<file path="src/hw/n64_io_pkg.sv">
// N64 I/O glue package with shared constants, enums and bus records
package n64_io_pkg;

	// ====================
	// Constants
	// ====================

	localparam logic [26:0] CART_GB_BASE      = 27'd8388608;
	localparam logic [7:0]  ANALOG_BIAS       = 8'd128;
	localparam logic [7:0]  LLAPI_TYPE_NONE   = 8'd0;
	localparam logic [7:0]  LLAPI_TYPE_SEARCH = 8'd255;

	localparam logic [11:0] AR_DEFAULT_X = 12'd4;
	localparam logic [11:0] AR_DEFAULT_Y = 12'd3;

	// Indexed by crop code, entry 0 is no crop
	localparam logic [2:0][11:0] AR_PAL_X  = {12'd2048, 12'd1024, 12'd512};
	localparam logic [2:0][11:0] AR_PAL_Y  = {12'd1419, 12'd731, 12'd387};
	localparam logic [2:0][11:0] AR_NTSC_X = {12'd2560, 12'd1280, 12'd512};
	localparam logic [2:0][11:0] AR_NTSC_Y = {12'd1714, 12'd889, 12'd381};

	// ====================
	// Enums
	// ====================

	typedef enum logic [5:0] {
		DL_PIFROM   = 6'd0,
		DL_CART_N64 = 6'd1,
		DL_CART_GB  = 6'd2
	} dl_kind_e;

	typedef enum logic [1:0] {ALLOC_NORMAL, ALLOC_B_ONLY, ALLOC_MUTED} alloc_e;
	typedef enum logic [1:0] {DUAL_OFF, DUAL_P1_P2, DUAL_P1_P3} dual_e;
	typedef enum logic [1:0] {CROP_NONE, CROP_8, CROP_12} crop_e;
	typedef enum logic [1:0] {AR_ORIGINAL, AR_FULL, AR_ARC1, AR_ARC2} ar_mode_e;

	// ====================
	// Records
	// ====================

	typedef struct packed {
		logic right, left, down, up;
		logic a, b, start;
		logic l, r, z;
		logic c_up, c_right, c_down, c_left;
		logic signed [7:0] stick_x;
		logic signed [7:0] stick_y;
	} pad_t;

	// slot[0] is player 1
	typedef struct packed {
		pad_t [3:0] slot;
	} pad_quad_t;

	typedef struct packed {
		logic [31:0] buttons;
		logic [7:0]  analog_x;
		logic [7:0]  analog_y;
		logic [7:0]  dev_type;
		logic        en;
	} llapi_rec_t;

	typedef struct packed {
		logic        download;
		logic [7:0]  index;
		logic [26:0] addr;
		logic [15:0] dout;
		logic        wr;
	} ioctl_t;

	typedef struct packed {
		logic [9:0]  addr;
		logic [31:0] data;
		logic        wren;
	} pif_wr_t;

	typedef struct packed {
		logic [26:0] addr;
		logic [31:0] data;
		logic        req;
	} ram_wr_t;

	typedef struct packed {
		logic     pause;
		dual_e    dual;
		logic     is_pal;
		crop_e    crop;
		ar_mode_e ar_mode;
		logic     blanks_off;
		logic     clean_hdmi;
	} io_cfg_t;

endpackage

</file>
<file path="src/hw/llapi_pad_map.sv">
// Adapter pad decoder mapping one controller record to N64 pad layout
`timescale 1ns/1ps

module llapi_pad_map (
	input  n64_io_pkg::llapi_rec_t rec,
	output n64_io_pkg::pad_t       pad,
	output logic                   present
);
	import n64_io_pkg::*;

	logic [31:0] btn;

	assign btn = rec.buttons;

	// ====================
	// Button remap
	// ====================

	always_comb begin
		// D-pad sits in the upper byte of the HID word
		pad.right = btn[24];
		pad.left  = btn[25];
		pad.down  = btn[26];
		pad.up    = btn[27];

		pad.a     = btn[1];
		pad.b     = btn[0];
		pad.start = btn[5];

		pad.l     = btn[6];
		pad.r     = btn[7];
		pad.z     = btn[4];

		// C buttons
		pad.c_up    = btn[8];
		pad.c_right = btn[9];
		pad.c_down  = btn[3];
		pad.c_left  = btn[2];

		// Recenter unsigned axes around zero
		pad.stick_x = rec.analog_x - ANALOG_BIAS;
		pad.stick_y = rec.analog_y - ANALOG_BIAS;
	end

	// ====================
	// Presence
	// ====================

	// Type 0 covers both no pad and unsupported pads, 255 is the search state
	assign present = rec.en &&
			(rec.dev_type != LLAPI_TYPE_NONE) &&
			(rec.dev_type != LLAPI_TYPE_SEARCH);

endmodule

</file>
<file path="src/hw/pad_allocator.sv">
// Player slot allocator for adapter and USB pads with pause muting
`timescale 1ns/1ps

module pad_allocator (
	input  logic                  clk_1x,
	input  logic                  RESET,
	input  n64_io_pkg::pad_t      ll_a,
	input  n64_io_pkg::pad_t      ll_b,
	input  logic                  ll_a_present,
	input  logic                  ll_b_present,
	input  logic [31:0]           ll_a_raw,
	input  logic [31:0]           ll_b_raw,
	input  n64_io_pkg::pad_quad_t usb_pads,
	input  n64_io_pkg::io_cfg_t   cfg,
	output n64_io_pkg::pad_quad_t pads,
	output logic                  osd_request
);
	import n64_io_pkg::*;

	alloc_e    mode;
	pad_quad_t sel;
	pad_quad_t remap;
	logic      osd_next;

	// Lone B adapter wins even over pause
	always_comb begin
		if (!ll_a_present && ll_b_present) begin
			mode = ALLOC_B_ONLY;
		end else if (cfg.pause) begin
			mode = ALLOC_MUTED;
		end else begin
			mode = ALLOC_NORMAL;
		end
	end

	always_comb begin
		sel = '0;
		case (mode)
			ALLOC_B_ONLY: begin
				sel.slot[0] = ll_b;
				sel.slot[1] = usb_pads.slot[0];
				sel.slot[2] = usb_pads.slot[1];
				sel.slot[3] = usb_pads.slot[2];
			end
			ALLOC_NORMAL: begin
				sel.slot[0] = ll_a;
				sel.slot[1] = ll_b;
				sel.slot[2] = usb_pads.slot[0];
				sel.slot[3] = usb_pads.slot[1];
			end
			default: sel = '0;
		endcase
	end

	// Dual controller: P1 C-right drives Z of the paired slots
	always_comb begin
		remap = sel;
		remap.slot[1].z = (cfg.dual == DUAL_P1_P2) ? sel.slot[0].c_right : sel.slot[1].z;
		remap.slot[2].z = (cfg.dual == DUAL_P1_P3) ? sel.slot[0].c_right : sel.slot[2].z;
		remap.slot[3].z = (cfg.dual == DUAL_P1_P2) ? sel.slot[2].c_right :
				(cfg.dual == DUAL_P1_P3) ? sel.slot[1].c_right : sel.slot[3].z;
	end

	// Down + Start + B on either adapter opens the OSD
	assign osd_next = (ll_a_raw[26] & ll_a_raw[5] & ll_a_raw[0]) |
			(ll_b_raw[26] & ll_b_raw[5] & ll_b_raw[0]);

	always_ff @(posedge clk_1x) begin
		if (!RESET) begin
			pads        <= '0;
			osd_request <= 1'b0;
		end else begin
			pads        <= remap;
			osd_request <= osd_next;
		end
	end

	a_muted_zero: assert property (@(posedge clk_1x) disable iff (!RESET)
			(mode == ALLOC_MUTED) |=> (pads == '0));

endmodule

</file>
<file path="src/hw/pifrom_packer.sv">
// Boot ROM download packer building byte-swapped 32-bit words
`timescale 1ns/1ps

module pifrom_packer (
	input  logic                clk_1x,
	input  logic                RESET,
	input  n64_io_pkg::ioctl_t  ioctl,
	output n64_io_pkg::pif_wr_t pif_wr
);
	import n64_io_pkg::*;

	logic        pif_sel;
	logic [9:0]  wr_addr;
	logic [31:0] wr_data;
	logic        wren;

	assign pif_sel = ioctl.download && (ioctl.index[5:0] == DL_PIFROM);

	// Word payload, address taken on the even halfword
	always_ff @(posedge clk_1x) begin
		if (pif_sel && ioctl.wr) begin
			if (!ioctl.addr[1]) begin
				wr_data[31:24] <= ioctl.dout[7:0];
				wr_data[23:16] <= ioctl.dout[15:8];
				wr_addr        <= {ioctl.index[6], ioctl.addr[10:2]};
			end else begin
				wr_data[15:8] <= ioctl.dout[7:0];
				wr_data[7:0]  <= ioctl.dout[15:8];
			end
		end
	end

	// Odd halfword completes the word
	always_ff @(posedge clk_1x) begin
		if (!RESET) begin
			wren <= 1'b0;
		end else begin
			wren <= pif_sel && ioctl.wr && ioctl.addr[1];
		end
	end

	assign pif_wr.addr = wr_addr;
	assign pif_wr.data = wr_data;
	assign pif_wr.wren = wren;

	a_wren_single: assert property (@(posedge clk_1x) disable iff (!RESET)
			pif_wr.wren |=> !pif_wr.wren);

endmodule

</file>
<file path="src/hw/cart_download_ctrl.sv">
// Cartridge download control for N64 ROM tracking and Game Boy RAM writes
`timescale 1ns/1ps

module cart_download_ctrl (
	input  logic                clk_1x,
	input  logic                RESET,
	input  n64_io_pkg::ioctl_t  ioctl,
	input  logic                ram_ready,
	output n64_io_pkg::ram_wr_t ram_wr,
	output logic                ioctl_wait,
	output logic                cart_loaded,
	output logic                romcopy_start,
	output logic [26:0]         romcopy_size,
	output logic                dl_active
);
	import n64_io_pkg::*;

	logic        n64_sel;
	logic        gb_sel;
	logic        download_q;
	logic [26:0] ram_addr;
	logic [31:0] ram_data;
	logic        ram_req;

	assign n64_sel = ioctl.download && (ioctl.index[5:0] == DL_CART_N64);
	assign gb_sel  = ioctl.download && (ioctl.index[5:0] == DL_CART_GB);

	// ====================
	// N64 cartridge
	// ====================

	always_ff @(posedge clk_1x) begin
		if (!RESET) begin
			download_q    <= 1'b0;
			cart_loaded   <= 1'b0;
			romcopy_start <= 1'b0;
			dl_active     <= 1'b0;
		end else begin
			download_q    <= ioctl.download;
			dl_active     <= n64_sel || gb_sel;
			romcopy_start <= 1'b0;
			if (n64_sel) begin
				cart_loaded <= 1'b1;
			end
			// Final address of the stream is the ROM size
			if (!ioctl.download && download_q && (ioctl.index[5:0] == DL_CART_N64)) begin
				romcopy_start <= 1'b1;
			end
		end
	end

	always_ff @(posedge clk_1x) begin
		if (!ioctl.download && download_q && (ioctl.index[5:0] == DL_CART_N64)) begin
			romcopy_size <= ioctl.addr;
		end
	end

	// ====================
	// Game Boy cartridge
	// ====================

	always_ff @(posedge clk_1x) begin
		if (gb_sel && ioctl.wr) begin
			if (!ioctl.addr[1]) begin
				ram_data[15:0] <= ioctl.dout;
				ram_addr       <= ioctl.addr + CART_GB_BASE;
			end else begin
				ram_data[31:16] <= ioctl.dout;
			end
		end
	end

	// Host stalls on wait until the RAM acknowledges the word
	always_ff @(posedge clk_1x) begin
		if (!RESET) begin
			ram_req    <= 1'b0;
			ioctl_wait <= 1'b0;
		end else begin
			ram_req <= 1'b0;
			if (gb_sel) begin
				if (ioctl.wr && ioctl.addr[1]) begin
					ram_req    <= 1'b1;
					ioctl_wait <= 1'b1;
				end
				if (ram_ready) begin
					ioctl_wait <= 1'b0;
				end
			end else begin
				ioctl_wait <= 1'b0;
			end
		end
	end

	assign ram_wr.addr = ram_addr;
	assign ram_wr.data = ram_data;
	assign ram_wr.req  = ram_req;

	a_req_with_wait: assert property (@(posedge clk_1x) disable iff (!RESET)
			$rose(ram_wr.req) |-> $rose(ioctl_wait));

	a_host_honors_wait: assert property (@(posedge clk_1x) disable iff (!RESET)
			ioctl_wait |-> !ioctl.wr);

endmodule

</file>
<file path="src/hw/aspect_ratio_sel.sv">
// Video aspect ratio selector from region, crop and user mode
`timescale 1ns/1ps

module aspect_ratio_sel (
	input  logic                clk_1x,
	input  logic                RESET,
	input  n64_io_pkg::io_cfg_t cfg,
	output logic [12:0]         video_arx,
	output logic [12:0]         video_ary
);
	import n64_io_pkg::*;

	logic [11:0] core_x;
	logic [11:0] core_y;
	logic [1:0]  mode_m1;

	// Core ratio follows the visible area of the VI
	always_ff @(posedge clk_1x) begin
		if (!RESET) begin
			core_x <= AR_DEFAULT_X;
			core_y <= AR_DEFAULT_Y;
		end else if (cfg.blanks_off || cfg.clean_hdmi) begin
			core_x <= AR_DEFAULT_X;
			core_y <= AR_DEFAULT_Y;
		end else if (cfg.crop inside {CROP_NONE, CROP_8, CROP_12}) begin
			if (cfg.is_pal) begin
				core_x <= AR_PAL_X[cfg.crop];
				core_y <= AR_PAL_Y[cfg.crop];
			end else begin
				core_x <= AR_NTSC_X[cfg.crop];
				core_y <= AR_NTSC_Y[cfg.crop];
			end
		end
	end

	// Non-original modes pass a scaler code instead of a ratio
	assign mode_m1 = cfg.ar_mode - 2'd1;

	always_comb begin
		if (cfg.ar_mode == AR_ORIGINAL) begin
			video_arx = {1'b0, core_x};
			video_ary = {1'b0, core_y};
		end else begin
			video_arx = {11'd0, mode_m1};
			video_ary = 13'd0;
		end
	end

endmodule

</file>
<file path="src/hw/n64_io_top.sv">
// N64 I/O glue top level connecting pads, downloads and aspect ratio
`timescale 1ns/1ps

module n64_io_top (
	input  logic                  clk_1x,
	input  logic                  RESET,
	input  n64_io_pkg::llapi_rec_t llapi_a,
	input  n64_io_pkg::llapi_rec_t llapi_b,
	input  n64_io_pkg::pad_quad_t usb_pads,
	input  n64_io_pkg::io_cfg_t   cfg,
	input  n64_io_pkg::ioctl_t    ioctl,
	input  logic                  ram_ready,
	output n64_io_pkg::pad_quad_t pads,
	output logic                  osd_request,
	output n64_io_pkg::pif_wr_t   pif_wr,
	output n64_io_pkg::ram_wr_t   ram_wr,
	output logic                  ioctl_wait,
	output logic                  cart_loaded,
	output logic                  romcopy_start,
	output logic [26:0]           romcopy_size,
	output logic                  dl_active,
	output logic [12:0]           video_arx,
	output logic [12:0]           video_ary
);
	import n64_io_pkg::*;

	pad_t pad_a;
	pad_t pad_b;
	logic present_a;
	logic present_b;

	// ====================
	// Pads
	// ====================

	llapi_pad_map u_map_a (.rec(llapi_a), .pad(pad_a), .present(present_a));
	llapi_pad_map u_map_b (.rec(llapi_b), .pad(pad_b), .present(present_b));

	pad_allocator u_pad_allocator (
		.clk_1x       (clk_1x),
		.RESET        (RESET),
		.ll_a         (pad_a),
		.ll_b         (pad_b),
		.ll_a_present (present_a),
		.ll_b_present (present_b),
		.ll_a_raw     (llapi_a.buttons),
		.ll_b_raw     (llapi_b.buttons),
		.usb_pads     (usb_pads),
		.cfg          (cfg),
		.pads         (pads),
		.osd_request  (osd_request)
	);

	// ====================
	// Downloads
	// ====================

	pifrom_packer u_pifrom_packer (.clk_1x(clk_1x), .RESET(RESET), .ioctl(ioctl), .pif_wr(pif_wr));

	cart_download_ctrl u_cart_download_ctrl (
		.clk_1x        (clk_1x),
		.RESET         (RESET),
		.ioctl         (ioctl),
		.ram_ready     (ram_ready),
		.ram_wr        (ram_wr),
		.ioctl_wait    (ioctl_wait),
		.cart_loaded   (cart_loaded),
		.romcopy_start (romcopy_start),
		.romcopy_size  (romcopy_size),
		.dl_active     (dl_active)
	);

	aspect_ratio_sel u_aspect_ratio_sel (
		.clk_1x    (clk_1x),
		.RESET     (RESET),
		.cfg       (cfg),
		.video_arx (video_arx),
		.video_ary (video_ary)
	);

endmodule

</file>
<file path="config.mk">
export PLATFORM = sky130hd
export DESIGN_NAME = n64_io_top
export DESIGN_NICKNAME = d
export VERILOG_FILES = /design/src/hw/n64_io_pkg.sv /design/src/hw/llapi_pad_map.sv /design/src/hw/pad_allocator.sv /design/src/hw/pifrom_packer.sv /design/src/hw/cart_download_ctrl.sv /design/src/hw/aspect_ratio_sel.sv /design/src/hw/n64_io_top.sv
export SDC_FILE = /design/constraint.sdc
export NUM_CORES = 1
export LEC_CHECK = 0
export ABC_AREA = 1
export BUFFER_PORTS_ARGS = -buffer_cell sky130_fd_sc_hd__buf_4
export CAP_MARGIN = 15
export CORE_AREA = 3 3 223 225
export CTS_CLUSTER_SIZE = 40
export DETAILED_ROUTE_END_ITERATION = 6
export DIE_AREA = 0 0 226 228
export PLACE_DENSITY = 0.49
export RECOVER_POWER = 50
export SETUP_SLACK_MARGIN = 0.3
export SYNTH_ARGS = -nofsm -noshare
export SYNTH_HDL_FRONTEND = slang
export SYNTH_HIERARCHICAL = 1
export SYNTH_SLANG_ARGS = --single-unit
</file>
<file path="constraint.sdc">
create_clock -name clk_1x -period 2.6 [get_ports clk_1x]
set_input_delay 0.13 -clock clk_1x [delete_from_list [all_inputs] [get_ports clk_1x]]
set_output_delay 0.13 -clock clk_1x [all_outputs]
set_load 0.01 [all_outputs]
</file>
; ---- Word-level counts from Yosys, hierarchy flattened
; Cells that the tools add are included.
[op_classes]
add_sub_neg = 6
magnitude_cmp = 1
eq_ne = 9
n_mux = 21
n_bitwise = 8
n_reduce_logical = 32
[op_table]
columns = operator, count
row1 = $pmux W120 S2, 1
row2 = $bmux W12 S2, 4
row3 = $mux W12, 8
row4 = $sub A8 B8 Y8 const B, 4
row5 = $add A27 B24 Y27 const B, 1
row6 = $ne A8 B8 Y1 const B, 2
row7 = $reduce_bool A8 Y1, 2
row8 = $logic_and A1 B1 Y1, 14
row9 = $reduce_and A2 Y1, 5
row10 = $eq A2 B1 Y1 const B, 3
row11 = $eq A6 B1 Y1 const B, 1
row12 = $eq A6 B2 Y1 const B, 1
row13 = $logic_not A2 Y1, 3
row14 = $logic_not A6 Y1, 1
row15 = $mux W1, 6
row16 = $and A1 B1 Y1, 4
row17 = $eq A2 B2 Y1 const B, 2
row18 = $mux W2, 2
row19 = $lt A2 B3 Y1 const B, 1
row20 = $not A1 Y1, 3
row21 = $reduce_bool A3 Y1, 1
row22 = $reduce_or A3 Y1, 1
row23 = $logic_not A1 Y1, 2
row24 = $logic_or A1 B1 Y1, 2
row25 = other kinds (3), 3
[word_totals]
register_bits = 280
inputBits = 300
out_inout_bits = 281

; ---- Logic depth before layout (Yosys ltp)
; Gate-level depths: netlist of run 1.
[depth]
word_depth = 10
mapped_depth = 13

; ---- By module
; The synthesis of run 1 kept the hierarchy.
[by_module_without_submodules]
columns = module, instances, cells_per_inst, area_per_inst_um2, seq_area_each_um2
row1 = pad_allocator, 1, 552, 4311.6, 2422.3
row2 = cart_download_ctrl, 1, 129, 2897.8, 2702.6
row3 = pifrom_packer, 1, 62, 1370.1, 1281.2
row4 = aspect_ratio_sel, 1, 134, 890.9, 300.3
row5 = llapi_pad_map, 2, 41, 265.3, 0.0

; ---- Least setup slack after synthesis of run 1
; OpenSTA, ideal clock, no wires.
[synth_path]
path_type = input -> register
startpoint = input ioctl[47] (netlist name)
endpoint = register u_cart_download_ctrl.ram_addr[0] (enable)
t_arrival_ns = 2.085
required_ns = 2.164
setup_slack_ns = 0.080
cell_stages = 3
path_buffers = 0
cell_sequence = nor2_2 > nand2_1 > nor3_2
[synth_between]
elab_chain_len = 4
[synth_rtl]
columns = element, line_no
row1 = start: declaration, n64_io_top.sv:11  ; input n64_io_pkg::ioctl_t ioctl,
row2 = $eq A6 B2 Y1, cart_download_ctrl.sv:26  ; assign gb_sel = ioctl.download && (ioctl.index[5:0] == DL_CART_GB);
row3 = $logic_and A1 B1 Y1, cart_download_ctrl.sv:26
row4 = $logic_and A1 B1 Y1, cart_download_ctrl.sv:63  ; if (gb_sel && ioctl.wr) begin
row5 = $reduce_and A2 Y1 (no source line), n/a
row6 = end signal: assignment, cart_download_ctrl.sv:66  ; ram_addr <= ioctl.addr + CART_GB_BASE;
row7 = end: declaration, cart_download_ctrl.sv:21  ; logic [26:0] ram_addr;
; No other way between the ends.
; A chain may end at the register's enable or synchronous reset.

; ---- Worst setup path after layout of run 1
[layout_path]
startpoint = input ioctl[52] (netlist name)
endpoint = register u_cart_download_ctrl.ram_data[28] (enable)
[layout_between]
elab_chain_len = 3
[layout_rtl]
columns = element, line_no
row1 = $logic_and A1 B1 Y1, cart_download_ctrl.sv:26
row2 = $logic_and A1 B1 Y1, cart_download_ctrl.sv:63
row3 = $reduce_and A2 Y1 (no source line), n/a
row4 = end signal: assignment, cart_download_ctrl.sv:68  ; ram_data[31:16] <= ioctl.dout;
row5 = end: declaration, cart_download_ctrl.sv:22  ; logic [31:0] ram_data;
; No other way between the ends.

==> results of run 1 <==
-- path summary, 6_finish.rpt --
path         depth (start not counted)                           endpoint  slack, ps                             start
min                                  5           u_pad_allocator/pads[50]         40                            cfg[8]
min reg2reg                          2   u_cart_download_ctrl/cart_loaded        450  u_cart_download_ctrl/cart_loaded
max                                  7  u_cart_download_ctrl/ram_data[28]        470                         ioctl[52]
max reg2reg                          4    u_cart_download_ctrl/ioctl_wait        910   u_cart_download_ctrl/ioctl_wait
-- per-layer routing --
layer | global-route usage | vias to the layer above
li1 | - | 4543
met1 | 0.1547 | 4411
met2 | 0.2551 | 402
met3 | 0.04680 | 53
met4 | 0.04846 | 2
met5 | 0 | -
-- worst max-delay path: stages --
cell and delay, ps:
dlygate4sd3_1 560, buf_4 140, nand2_1 60, nor2_2 100, dlygate4sd3_1 590, nand4_1 110
inv_1 600
-- power by group through the flow --
stage / combinational [mW] / sequential [mW] / clock (mW)
2_1_floorplan: 0.379 / 4.76 / 0
3_3_place_gp: 0.985 / 4.70 / 0
3_5_place_dp: 0.993 / 4.70 / 0
4_1_cts: 1.35 / 4.61 / 4.69
5_1_grt: 1.36 / 4.62 / 4.87
6_report: 1.24 / 4.61 / 4.52
-- synthesized netlist by cell type --
library cell,instances
nand2_1,294
dfxtp_1,143
edfxtp_1,128
a21oi_1,126
buf_4,71
inv_1,56
nor2_1,45
nand3_1,18
buf_2,13
buf_6,13
clkbuf_1,11
nor2_2,8
ha_1,7
nand4_1,7
inv_2,2
nand2_2,2
nor3_2,2
o21ai_0,2
o21ai_1,2
clkinv_2,1
conb_1,1
nand3_2,1
o211ai_1,1
o21bai_1,1
o22ai_1,1
or2_1,1
xnor2_1,1
xor2_1,1
-- what timing repair did --
action	4_1_cts	5_1_grt
endpoints found under the setup margin	0	0
hold buffers	293	0
hold endpoints to repair	270	0
-- metrics by stage --
stage / cells / utilization / area (um2) / hold WS [ps] / power, mW
after floorplan: 966 / - / 10030 / 227.6 / 5.137
after CTS: 2340 / 0.3767 / 17980 / 1.522 / 10.66
after global placement: 1991 / 0.2929 / 13980 / 312.8 / 5.687
after detailed placement: 1991 / 0.2929 / 13980 / 311.8 / 5.697
final: 2342 / 0.3578 / 17080 / 35.72 / 10.37
after global routing: 2341 / 0.3578 / 17080 / 51.49 / 10.85
-- cell type report --
type	count	area (um2)	area share
Clock buffer	32	779.5	0.04563
Timing Repair Buffer	811	5979	0.3500
Clock inverter	24	287.8	0.01684
Multi-Input combinational cell	528	2331	0.1364
Inverter	59	225.2	0.01318
Antenna cell	2	5.005	0.0002930
Tap cell	615	769.5	0.04504
Sequential cell	271	6706	0.3926
-- sequential cells by signal, indices dropped and copies added, names as in the netlist --
| signal | cells |
|---|---|
| u_pad_allocator/pads | 120 |
| u_cart_download_ctrl/ram_data | 32 |
| u_pifrom_packer/wr_data | 32 |
| u_cart_download_ctrl/ram_addr | 27 |
| u_cart_download_ctrl/romcopy_size | 27 |
| u_aspect_ratio_sel/core_y | 11 |
| u_pifrom_packer/wr_addr | 10 |
| u_aspect_ratio_sel/core_x | 4 |
| u_cart_download_ctrl/cart_loaded | 1 |
| u_cart_download_ctrl/dl_active | 1 |
| u_cart_download_ctrl/download_q | 1 |
| u_cart_download_ctrl/ioctl_wait | 1 |
| u_cart_download_ctrl/ram_req | 1 |
| u_cart_download_ctrl/romcopy_start | 1 |
| u_pad_allocator/osd_request | 1 |
| u_pifrom_packer/wren | 1 |
-- logic make-up (layout without fill, tap and decap cells) --
kind of cell	after synthesis	in the layout	synth area share
AND/OR/NAND/NOR	378	378	0.1505
flip-flops	271	271	0.6706
buffers and inverters	167	926	0.1008
AO/OA/AOI/OAI	133	133	0.06718
adder cells (fa/ha/maj)	7	7	0.008757
XOR/XNOR	2	2	0.001752
other	1	10	0.0003750
==> flow_metrics.py, run 1 <==
metrics = {
    "route": {
        "vias": 9411,
        "ant_nets": 0,
        "met3_length_mm": 3.640,
        "drt-initial-drc-count": 384,
        "drt_wl_total_mm": 38.34,
        "drc_errors": 0,
        "drt-met1-wl_mm": 14.71,
        "avgViaCountPerCell": 4.018,
        "topRoutingLayerUsed": "met5",
        "wl_met2_mm": 18.95,
        "wl_per_cell_um": 16.37,
        "first_pass_iters": 4,
    },
    "power_and_ir_drop": {
        "ir_drop_mv": 0.4366,
        "net-switching-power_mw": 2.376,
        "power_frac_comb": 0.120,
        "p_per_area_nw_per_um2": 607.1,
        "sw_frac_of_total": 0.2291,
        "seqPwrFrac": 0.444,
        "p_leak_nw": 7.058,
        "clkPwrFrac": 0.436,
        "p_int_mw": 7.996,
    },
    "floorplanning": {
        "die_area_um2": 51530,
        "start_util": 0.2095,
        "die_y_um": 228,
        "placeableCoreArea_um2": 47750,
        "die_w_um": 226,
        "fp-row-count": 80,
        "ios": 581,
    },
    "sta": {
        "worst_slack_ps": 474.9,
        "setup_viol": 0,
        "hold_viol": 0,
        "relSlewSlack": 0.4725,
        "fin_skew_ps": 5.468,
        "fin_crit_sh": 0.8173,
        "fmax_mhz": 470.6,
        "rsz0062_at_grt": "false",
        "post-route-min-period_ps": 2125,
        "worst_pin_slew_ps": 790.3,
        "slew_viol_final": 0,
        "tns_ps": 0,
    },
    "synth": {
        "synth.avg_cell_area_um2": 10.43,
        "synth_cell_types": 28,
        "synth_area_leaders": "edfxtp_1 38%, dfxtp_1 29%, nand2_1 11%",
        "ys_warn_count": 6,
        "yosysSeqAreaShare": 0.6706,
        "synth_top_area_share": 0.3843,
        "synth_largest_area_cell": "edfxtp_1",
        "ys_ff_latch": 271,
        "synth_cells": 959,
        "synth_area_um2": 10000,
    },
    "place": {
        "place_congestion": 0.8270,
        "hpwl_mm": 27.00,
        "dp_worst_setup_slack_ps": 558.6,
        "io_buffers": 505,
    },
    "finish": {
        "final_common_cell": "nand2_1",
        "fillerInstances": 4874,
        "area_growth_pct": 70.82,
        "layout_common_cells": "294 x nand2_1, 293 x dlygate4sd3_1, 262 x buf_4",
        "layout-drive-gt1-share": 0.2006,
        "layout.nets": 2008,
    },
    "grt": {
        "grt_max_degree": 64,
        "antenna_found_initial": 2,
        "grt_remaining_overflow": 0,
        "grt_first_pass_wirelength_mm": 56.91,
        "grt_pass1_vias": 9970,
        "grt_usage": 0.1415,
    },
    "cts": {
        "postCtsSetupBuffers": 0,
        "clk_path_buf_depth": 3,
        "cts_num_sinks": 271,
        "post_cts_resized": 0,
        "cts_buffers": 30,
        "clkTransAtPathRegs_ps": 60,
        "worst_skew_pair.late_latency_ps": 550,
        "cts-root-buf": "clkbuf_16",
        "h-tree-depth": 1,
        "cts_tree": "done",
    },
    "worst_setup_path": {
        "path_max_fanout": 16,
        "timing_worst_setup_path_type": "input port to flip-flop",
        "critPathArrivalTime_ps": 2300,
        "worst_setup_path_start_kind": "input port",
        "cp-end-kind": "flip-flop",
        "cp.required_ps": 2770,
    },
    "outcome": {
        "outcome": "complete, no violations",
    },
    "worst_hold_path": {
        "hold_path.class": "input port to flip-flop",
    },
    "flow_run": {
        "maxCapViolations": 0,
    },
}
(Power assumes the default switching activity.)
==> run 2: changes to the inputs <==
ABC_AREA = 0   (was 1)
CORE_AREA = 3 3 224 226   (was 3 3 223 225)
DIE_AREA = 0 0 227 229   (was 0 0 226 228)
PLACE_DENSITY = 0.48   (was 0.49)
clock period = 2.2 ns   (was 2.6 ns; I/O delays follow)
==> flow_metrics.py, run 2 <==
metrics = {
    "place": {
        "hpwl_mm": 27.61,
        "place_congestion": 0.7873,
        "dpl_cell_area_um2": 14790,
        "io_buffers": 505,
    },
    "synth": {
        "synth_common_cells": "143 x dfxtp_1, 129 x nor2b_1, 128 x edfxtp_1, 120 x a21oi_1, 115 x nor3b_1",
        "ys_ff_latch": 271,
        "synth_area_um2": 10650,
        "yosysMostFrequentCell": "dfxtp_1",
        "synth_largest_area_cell": "edfxtp_1",
        "synth_cells": 891,
        "ys_async_sr_fraction": 0,
        "synth_edf_count": 128,
        "ys_warn_count": 6,
        "synth_area_leaders": "edfxtp_1 36%, dfxtp_1 27%, nor3b_1 8.1%",
        "synth.avg_cell_area_um2": 11.95,
        "synthFlopType": "dfxtp_1",
        "synth_cell_types": 45,
        "synth_top_area_share": 0.3611,
        "yosysSeqAreaShare": 0.6300,
    },
    "grt": {
        "gr-usage-met3": 0.04294,
        "grt_usage": 0.1393,
        "gr-usage-met2": 0.2362,
        "gr-max-usage-layer": "met2",
        "grt_pass1_vias": 9581,
        "antenna_found_initial": 2,
        "met1_usage": 0.1709,
        "grt_first_pass_wirelength_mm": 56.48,
        "grt_max_degree": 89,
        "grt_remaining_overflow": 0,
    },
    "power_and_ir_drop": {
        "p_leak_nw": 6.608,
        "clkPwrFrac": 0.417,
        "p_per_area_nw_per_um2": 687.0,
        "power_frac_comb": 0.132,
        "seqPwrFrac": 0.451,
        "sw_frac_of_total": 0.2350,
        "net-switching-power_mw": 2.843,
        "ir_drop_mv": 0.5022,
        "p_int_mw": 9.253,
    },
    "finish": {
        "multi_input_area_um2": 3183,
        "regArea_um2": 6706,
        "largest_register_ffs": 120,
        "layout_common_cells": "308 x buf_4, 261 x dlygate4sd3_1, 212 x clkbuf_1",
        "reg_top3": "u_pad_allocator/pads x120, u_cart_download_ctrl/ram_data x32, u_pifrom_packer/wr_data x32",
        "layout.nets": 1902,
        "fin_area_um2": 17610,
        "area_growth_pct": 65.41,
        "regMostFlops": "u_pad_allocator/pads",
        "fillerInstances": 4967,
        "final_common_cell": "buf_4",
        "layout-drive-gt1-share": 0.2342,
        "num_antenna_cells": 0,
        "fin_util": 0.3627,
    },
    "worst_setup_path": {
        "slowest_stage": "dlygate4sd3_1",
        "r2r_end": "u_cart_download_ctrl/romcopy_size[11]",
        "worstSetupPathDepth": 9,
        "critical_path.cell_chain": "buf_4, nor4_2, a21oi_1, nor2b_1, buf_12, mux2i_1, nand3b_1, dlygate4sd3_1, and3_1",
        "cp.required_ps": 2660,
        "r2r_cells": 3,
        "cp-end-kind": "flip-flop",
        "crit_buf_inv": 3,
        "timing_worst_setup_path_type": "input port to flip-flop",
        "critPathArrivalTime_ps": 2350,
        "worstReg2RegStart": "u_cart_download_ctrl/download_q",
        "critPathMaxStageDelay_ps": 570,
        "ff2ff_setup_slack_ps": 940,
        "worst_setup_path_start_kind": "input port",
        "path_max_fanout": 28,
        "cp_top_family": "buffers and inverters",
    },
    "worst_hold_path": {
        "min_from": "usb_pads[20]",
        "min_path_cells": 4,
        "worstHoldEndpoint": "u_pad_allocator/pads[80]",
        "hold_path.class": "input port to flip-flop",
    },
    "floorplanning": {
        "placeableCoreArea_um2": 48550,
        "die_w_um": 227,
        "die_y_um": 229,
        "ios": 581,
        "fp-row-count": 81,
        "start_util": 0.2193,
        "die_area_um2": 51980,
    },
    "cts": {
        "cts-root-buf": "clkbuf_16",
        "cts_tree": "done",
        "cts_buffers": 31,
        "clk_path_buf_depth": 3,
        "h-tree-depth": 1,
        "cts_num_sinks": 271,
        "worst_skew_pair.late_latency_ps": 560,
        "postCtsSetupBuffers": 0,
        "clkTransAtPathRegs_ps": 60,
    },
    "route": {
        "drt_wl_total_mm": 38.71,
        "first_pass_iters": 4,
        "ant_nets": 0,
        "drc_errors": 0,
        "wl_per_cell_um": 17.28,
        "drt-initial-drc-count": 425,
        "vias": 9355,
        "avgViaCountPerCell": 4.176,
    },
    "sta": {
        "worst_pin_slew_ps": 789.2,
        "rsz0062_at_grt": "false",
        "fmax_mhz": 528.2,
        "post-route-min-period_ps": 1893,
        "fin_skew_ps": 13.40,
        "fin_crit_sh": 0.8606,
        "slew_viol_final": 0,
        "hold_viol": 0,
        "relSlewSlack": 0.4739,
        "setup_viol": 0,
    },
    "outcome": {
        "outcome": "complete, no violations",
    },
    "flow_run": {
        "maxCapViolations": 0,
    },
}
run 2: final cells by class:
type,instances,area share
flip-flops and latches,271,0.3809
well taps,622,0.04420
repair buffers,790,0.3359
multi-input cells,489,0.1808
inverters,12,0.002558
clock inverters,17,0.009380
clock buffers,39,0.04633
run 2: per-layer routing:
| layer | wire length (um) | share of wire |
|---|---|---|
| met2 | 18220 | 0.47 |
| met5 | 23 | 0.00059 |
| met1 | 16090 | 0.42 |
| met4 | 914 | 0.024 |
| met3 | 3460 | 0.089 |
run 2: worst min-delay path, cell delays in order:
cell	delay, ps
buf_4	110
inv_1	40
o311ai_0	110
and3_1	180
run 2: how the worst max path moves through the flow:
stage | startpoint | endpoint | slack, ps
6_report | llapi_a[2] | u_pad_allocator/pads[80] | 310
5_1_grt | llapi_a[6] | u_pad_allocator/pads[80] | 150
4_1_cts | ioctl[46] | u_cart_download_ctrl/romcopy_start | 350
3_5_place_dp | ioctl[47] | u_cart_download_ctrl/ram_addr[24] | 340
3_3_place_gp | ioctl[47] | u_cart_download_ctrl/ram_addr[26] | 330
2_1_floorplan | ioctl[47] | u_cart_download_ctrl/ram_addr[0] | -490
run 2: timing repair:
action                                 in CTS  in global routing
endpoints found under the hold margin     265                  0
setup endpoints to repair                   0                  2
hold buffers                              261                  0
resized for setup                           0                  2
run 2: power groups by stage:
| stage | Clock (mW) | Combinational (mW) | Sequential (mW) |
|---|---|---|---|
| floorplan | 0 | 0.546 | 5.62 |
| global placement | 0 | 1.29 | 5.56 |
| finish | 5.05 | 1.60 | 5.45 |
| detailed placement | 0 | 1.30 | 5.56 |
| global route | 5.45 | 1.74 | 5.46 |
| CTS | 5.23 | 1.73 | 5.45 |
run 2: logic make-up (layout without fill, tap and decap cells):
logic type | Yosys count | in the layout | share of synthesized area
AOI/OAI and AO/OA | 137 | 137 | 0.06841
muxes | 10 | 10 | 0.009403
and+or+nand+nor | 324 | 324 | 0.2026
adders and majority gates | 7 | 7 | 0.008227
other | 1 | 8 | 0.0003523
DFF | 271 | 271 | 0.6300
xor gates and xnor gates | 3 | 3 | 0.002469
buffers and inverters | 138 | 858 | 0.07851
run 2: stage by stage:
| stage | total power, mW | TNS [ps] | std cells | setup slack (ps) | hold slack, ps |
|---|---|---|---|---|---|
| 2_1_floorplan | 6.170 | -24370 | 898 | -490.5 | 188.5 |
| 3_3_place_gp | 6.849 | 0 | 1923 | 331.2 | 275.6 |
| 3_5_place_dp | 6.860 | 0 | 1923 | 335.1 | 288.2 |
| 4_1_cts | 12.41 | 0 | 2240 | 349.9 | 9.685 |
| 5_1_grt | 12.65 | 0 | 2240 | 153.5 | 56.27 |
| 6_report | 12.10 | 0 | 2240 | 306.6 | 43.03 |
==> run 3: changes to the inputs <==
CELL_PAD_IN_SITES_DETAIL_PLACEMENT = 1   (was not set)
CELL_PAD_IN_SITES_GLOBAL_PLACEMENT = 1   (was not set)
CORE_AREA = 3 3 225 227   (was 3 3 224 226)
DIE_AREA = 0 0 228 230   (was 0 0 227 229)
GPL_ROUTABILITY_DRIVEN = 0   (was not set)
PLACE_DENSITY = 0.59   (was 0.48)
==> flow_metrics.py, run 3 (synthesis gave the netlist of run 2 again) <==
metrics = {
    "worst_setup_path": {
        "cp-end-kind": "flip-flop",
        "timing_worst_setup_path_type": "input port to flip-flop",
        "cp.required_ps": 2710,
        "cp_top_family": "buffers and inverters",
        "critical_path.cell_chain": "dlygate4sd3_1, clkbuf_1, nand4b_1, dlygate4sd3_1, nor3_2, dlygate4sd3_1",
        "slowest_stage": "dlygate4sd3_1",
        "path_max_fanout": 5,
        "critPathMaxStageDelay_ps": 620,
        "worst_setup_path_start_kind": "input port",
        "critPathArrivalTime_ps": 2420,
        "crit_buf_inv": 4,
        "cpMostUsedCell": "dlygate4sd3_1",
    },
    "finish": {
        "layout.nets": 1905,
        "regMostFlops": "u_pad_allocator/pads",
        "reg_top3": "u_pad_allocator/pads x120, u_cart_download_ctrl/ram_data x32, u_pifrom_packer/wr_data x32",
        "largest_register_ffs": 120,
        "area_growth_pct": 65.70,
        "final_common_cell": "buf_4",
        "layout_common_cells": "293 x buf_4, 260 x dlygate4sd3_1, 231 x clkbuf_1",
        "layout-drive-gt1-share": 0.2280,
    },
    "floorplanning": {
        "die_y_um": 230,
        "ios": 581,
        "start_util": 0.2179,
        "die_area_um2": 52440,
        "die_w_um": 228,
        "fp-row-count": 81,
        "placeableCoreArea_um2": 48850,
    },
    "sta": {
        "slew_viol_final": 0,
        "fin_crit_sh": 0.8671,
        "relSlewSlack": 0.4659,
        "hold_viol": 0,
        "worst_slack_ps": 292.3,
        "post-route-min-period_ps": 1908,
        "fin_skew_ps": 18.76,
        "rsz0062_at_grt": "true",
        "setup_viol": 0,
        "fmax_mhz": 524.2,
        "worst_pin_slew_ps": 801.2,
    },
    "route": {
        "drt-initial-drc-count": 361,
        "wl_per_cell_um": 19.37,
        "first_pass_iters": 4,
        "drt_wl_total_mm": 44.39,
        "avgViaCountPerCell": 4.147,
        "vias": 9500,
        "drc_errors": 0,
        "ant_nets": 0,
    },
    "power_and_ir_drop": {
        "p_leak_nw": 6.579,
        "power_mw": 12.05,
        "ir_drop_mv": 0.5372,
        "p_per_area_nw_per_um2": 683.3,
    },
    "place": {
        "io_buffers": 505,
        "hpwl_mm": 31.00,
        "dp_worst_setup_slack_ps": 278.8,
    },
    "cts": {
        "cts_num_sinks": 271,
        "cts-root-buf": "clkbuf_16",
        "h-tree-depth": 1,
        "worst_skew_pair.late_latency_ps": 560,
        "clk_path_buf_depth": 3,
        "cts_tree": "done",
        "cts_buffers": 31,
        "clkTransAtPathRegs_ps": 60,
        "postCtsSetupBuffers": 0,
    },
    "grt": {
        "grt_usage": 0.1611,
        "antenna_found_initial": 7,
        "grt_max_degree": 81,
        "grt_pass1_vias": 10440,
        "grt_first_pass_wirelength_mm": 66.04,
        "grt_remaining_overflow": 0,
    },
    "worst_hold_path": {
        "hold_path.class": "input port to flip-flop",
    },
    "outcome": {
        "outcome": "complete, no violations",
    },
    "flow_run": {
        "maxCapViolations": 0,
    },
}
run 3: changes by cell type in the layout (fill, tap and decap cells not counted), moves of 2 or more:
| cell | delta |
|---|---|
| nor3b_2 | +3 |
| clkinv_2 | +4 |
| diode_2 | +4 |
| buf_4 | -15 |
| clkbuf_1 | +19 |
| clkbuf_4 | -2 |
| nor3b_1 | -3 |
run 3: cell type report:
class	count	area, um2
antenna	4	10.01
clock buffer	39	815.8
fill	5567	31210
timing repair buffer	793	5879
inverter	12	45.04
multi-input combinational	489	3201
tap	664	830.8
clock inverter	19	151.4
sequential	271	6706
run 3: worst min-delay path, delay by kind of cell:
| kind | cells | cell delay (ps) |
|---|---|---|
| simple gates | 2 | 280 |
| buf+inv | 1 | 70 |
| compound gates | 1 | 70 |
run 3: routing by layer:
| metal | vias to the layer above | GRT usage | wire length [um] |
|---|---|---|---|
| li1 | 4450 | - | - |
| met1 | 4591 | 0.1903 | 18130 |
| met2 | 395 | 0.2850 | 21990 |
| met3 | 62 | 0.04646 | 3254 |
| met4 | 2 | 0.04479 | 995 |
| met5 | - | 0 | 13 |
run 3: what timing repair did:
action / in CTS / in global routing
endpoints found under the setup margin: 0 / 22
hold buffers: 260 / 0
gates resized for setup: 0 / 6
endpoints found under the hold margin: 266 / 0
run 3: worst paths after layout:
kind                            cells after the start  slack, ps                            start                               endpoint
worst max register to register                      3        970  u_cart_download_ctrl/download_q  u_cart_download_ctrl/romcopy_size[22]
worst min-delay path                                4         30                      llapi_a[50]               u_pad_allocator/pads[28]
worst max-delay path                                6        290                        ioctl[52]           u_cart_download_ctrl/ram_req
worst min register to register                      1        450     u_aspect_ratio_sel/core_x[2]           u_aspect_ratio_sel/core_x[2]
run 3: power by group:
group | internal [mW] | switching (mW)
registers | 5.41 | 0.0384
clock network | 2.85 | 2.10
logic | 0.886 | 0.765
run 3: per-stage QoR:
| stage | hold slack (ps) | TNS (ps) | instance area (um2) | utilization | instances |
|---|---|---|---|---|---|
| 2_1_floorplan | 188.5 | -24370 | 10710 | - | 898 |
| 3_3_place_gp | 280.6 | 0 | 14880 | 0.3047 | 1969 |
| 3_5_place_dp | 282.7 | 0 | 14880 | 0.3047 | 1969 |
| 4_1_cts | 0.8207 | 0 | 18450 | 0.3777 | 2287 |
| 5_1_grt | 13.74 | 0 | 17640 | 0.3611 | 2291 |
| 6_report | 26.71 | 0 | 17640 | 0.3611 | 2291 |
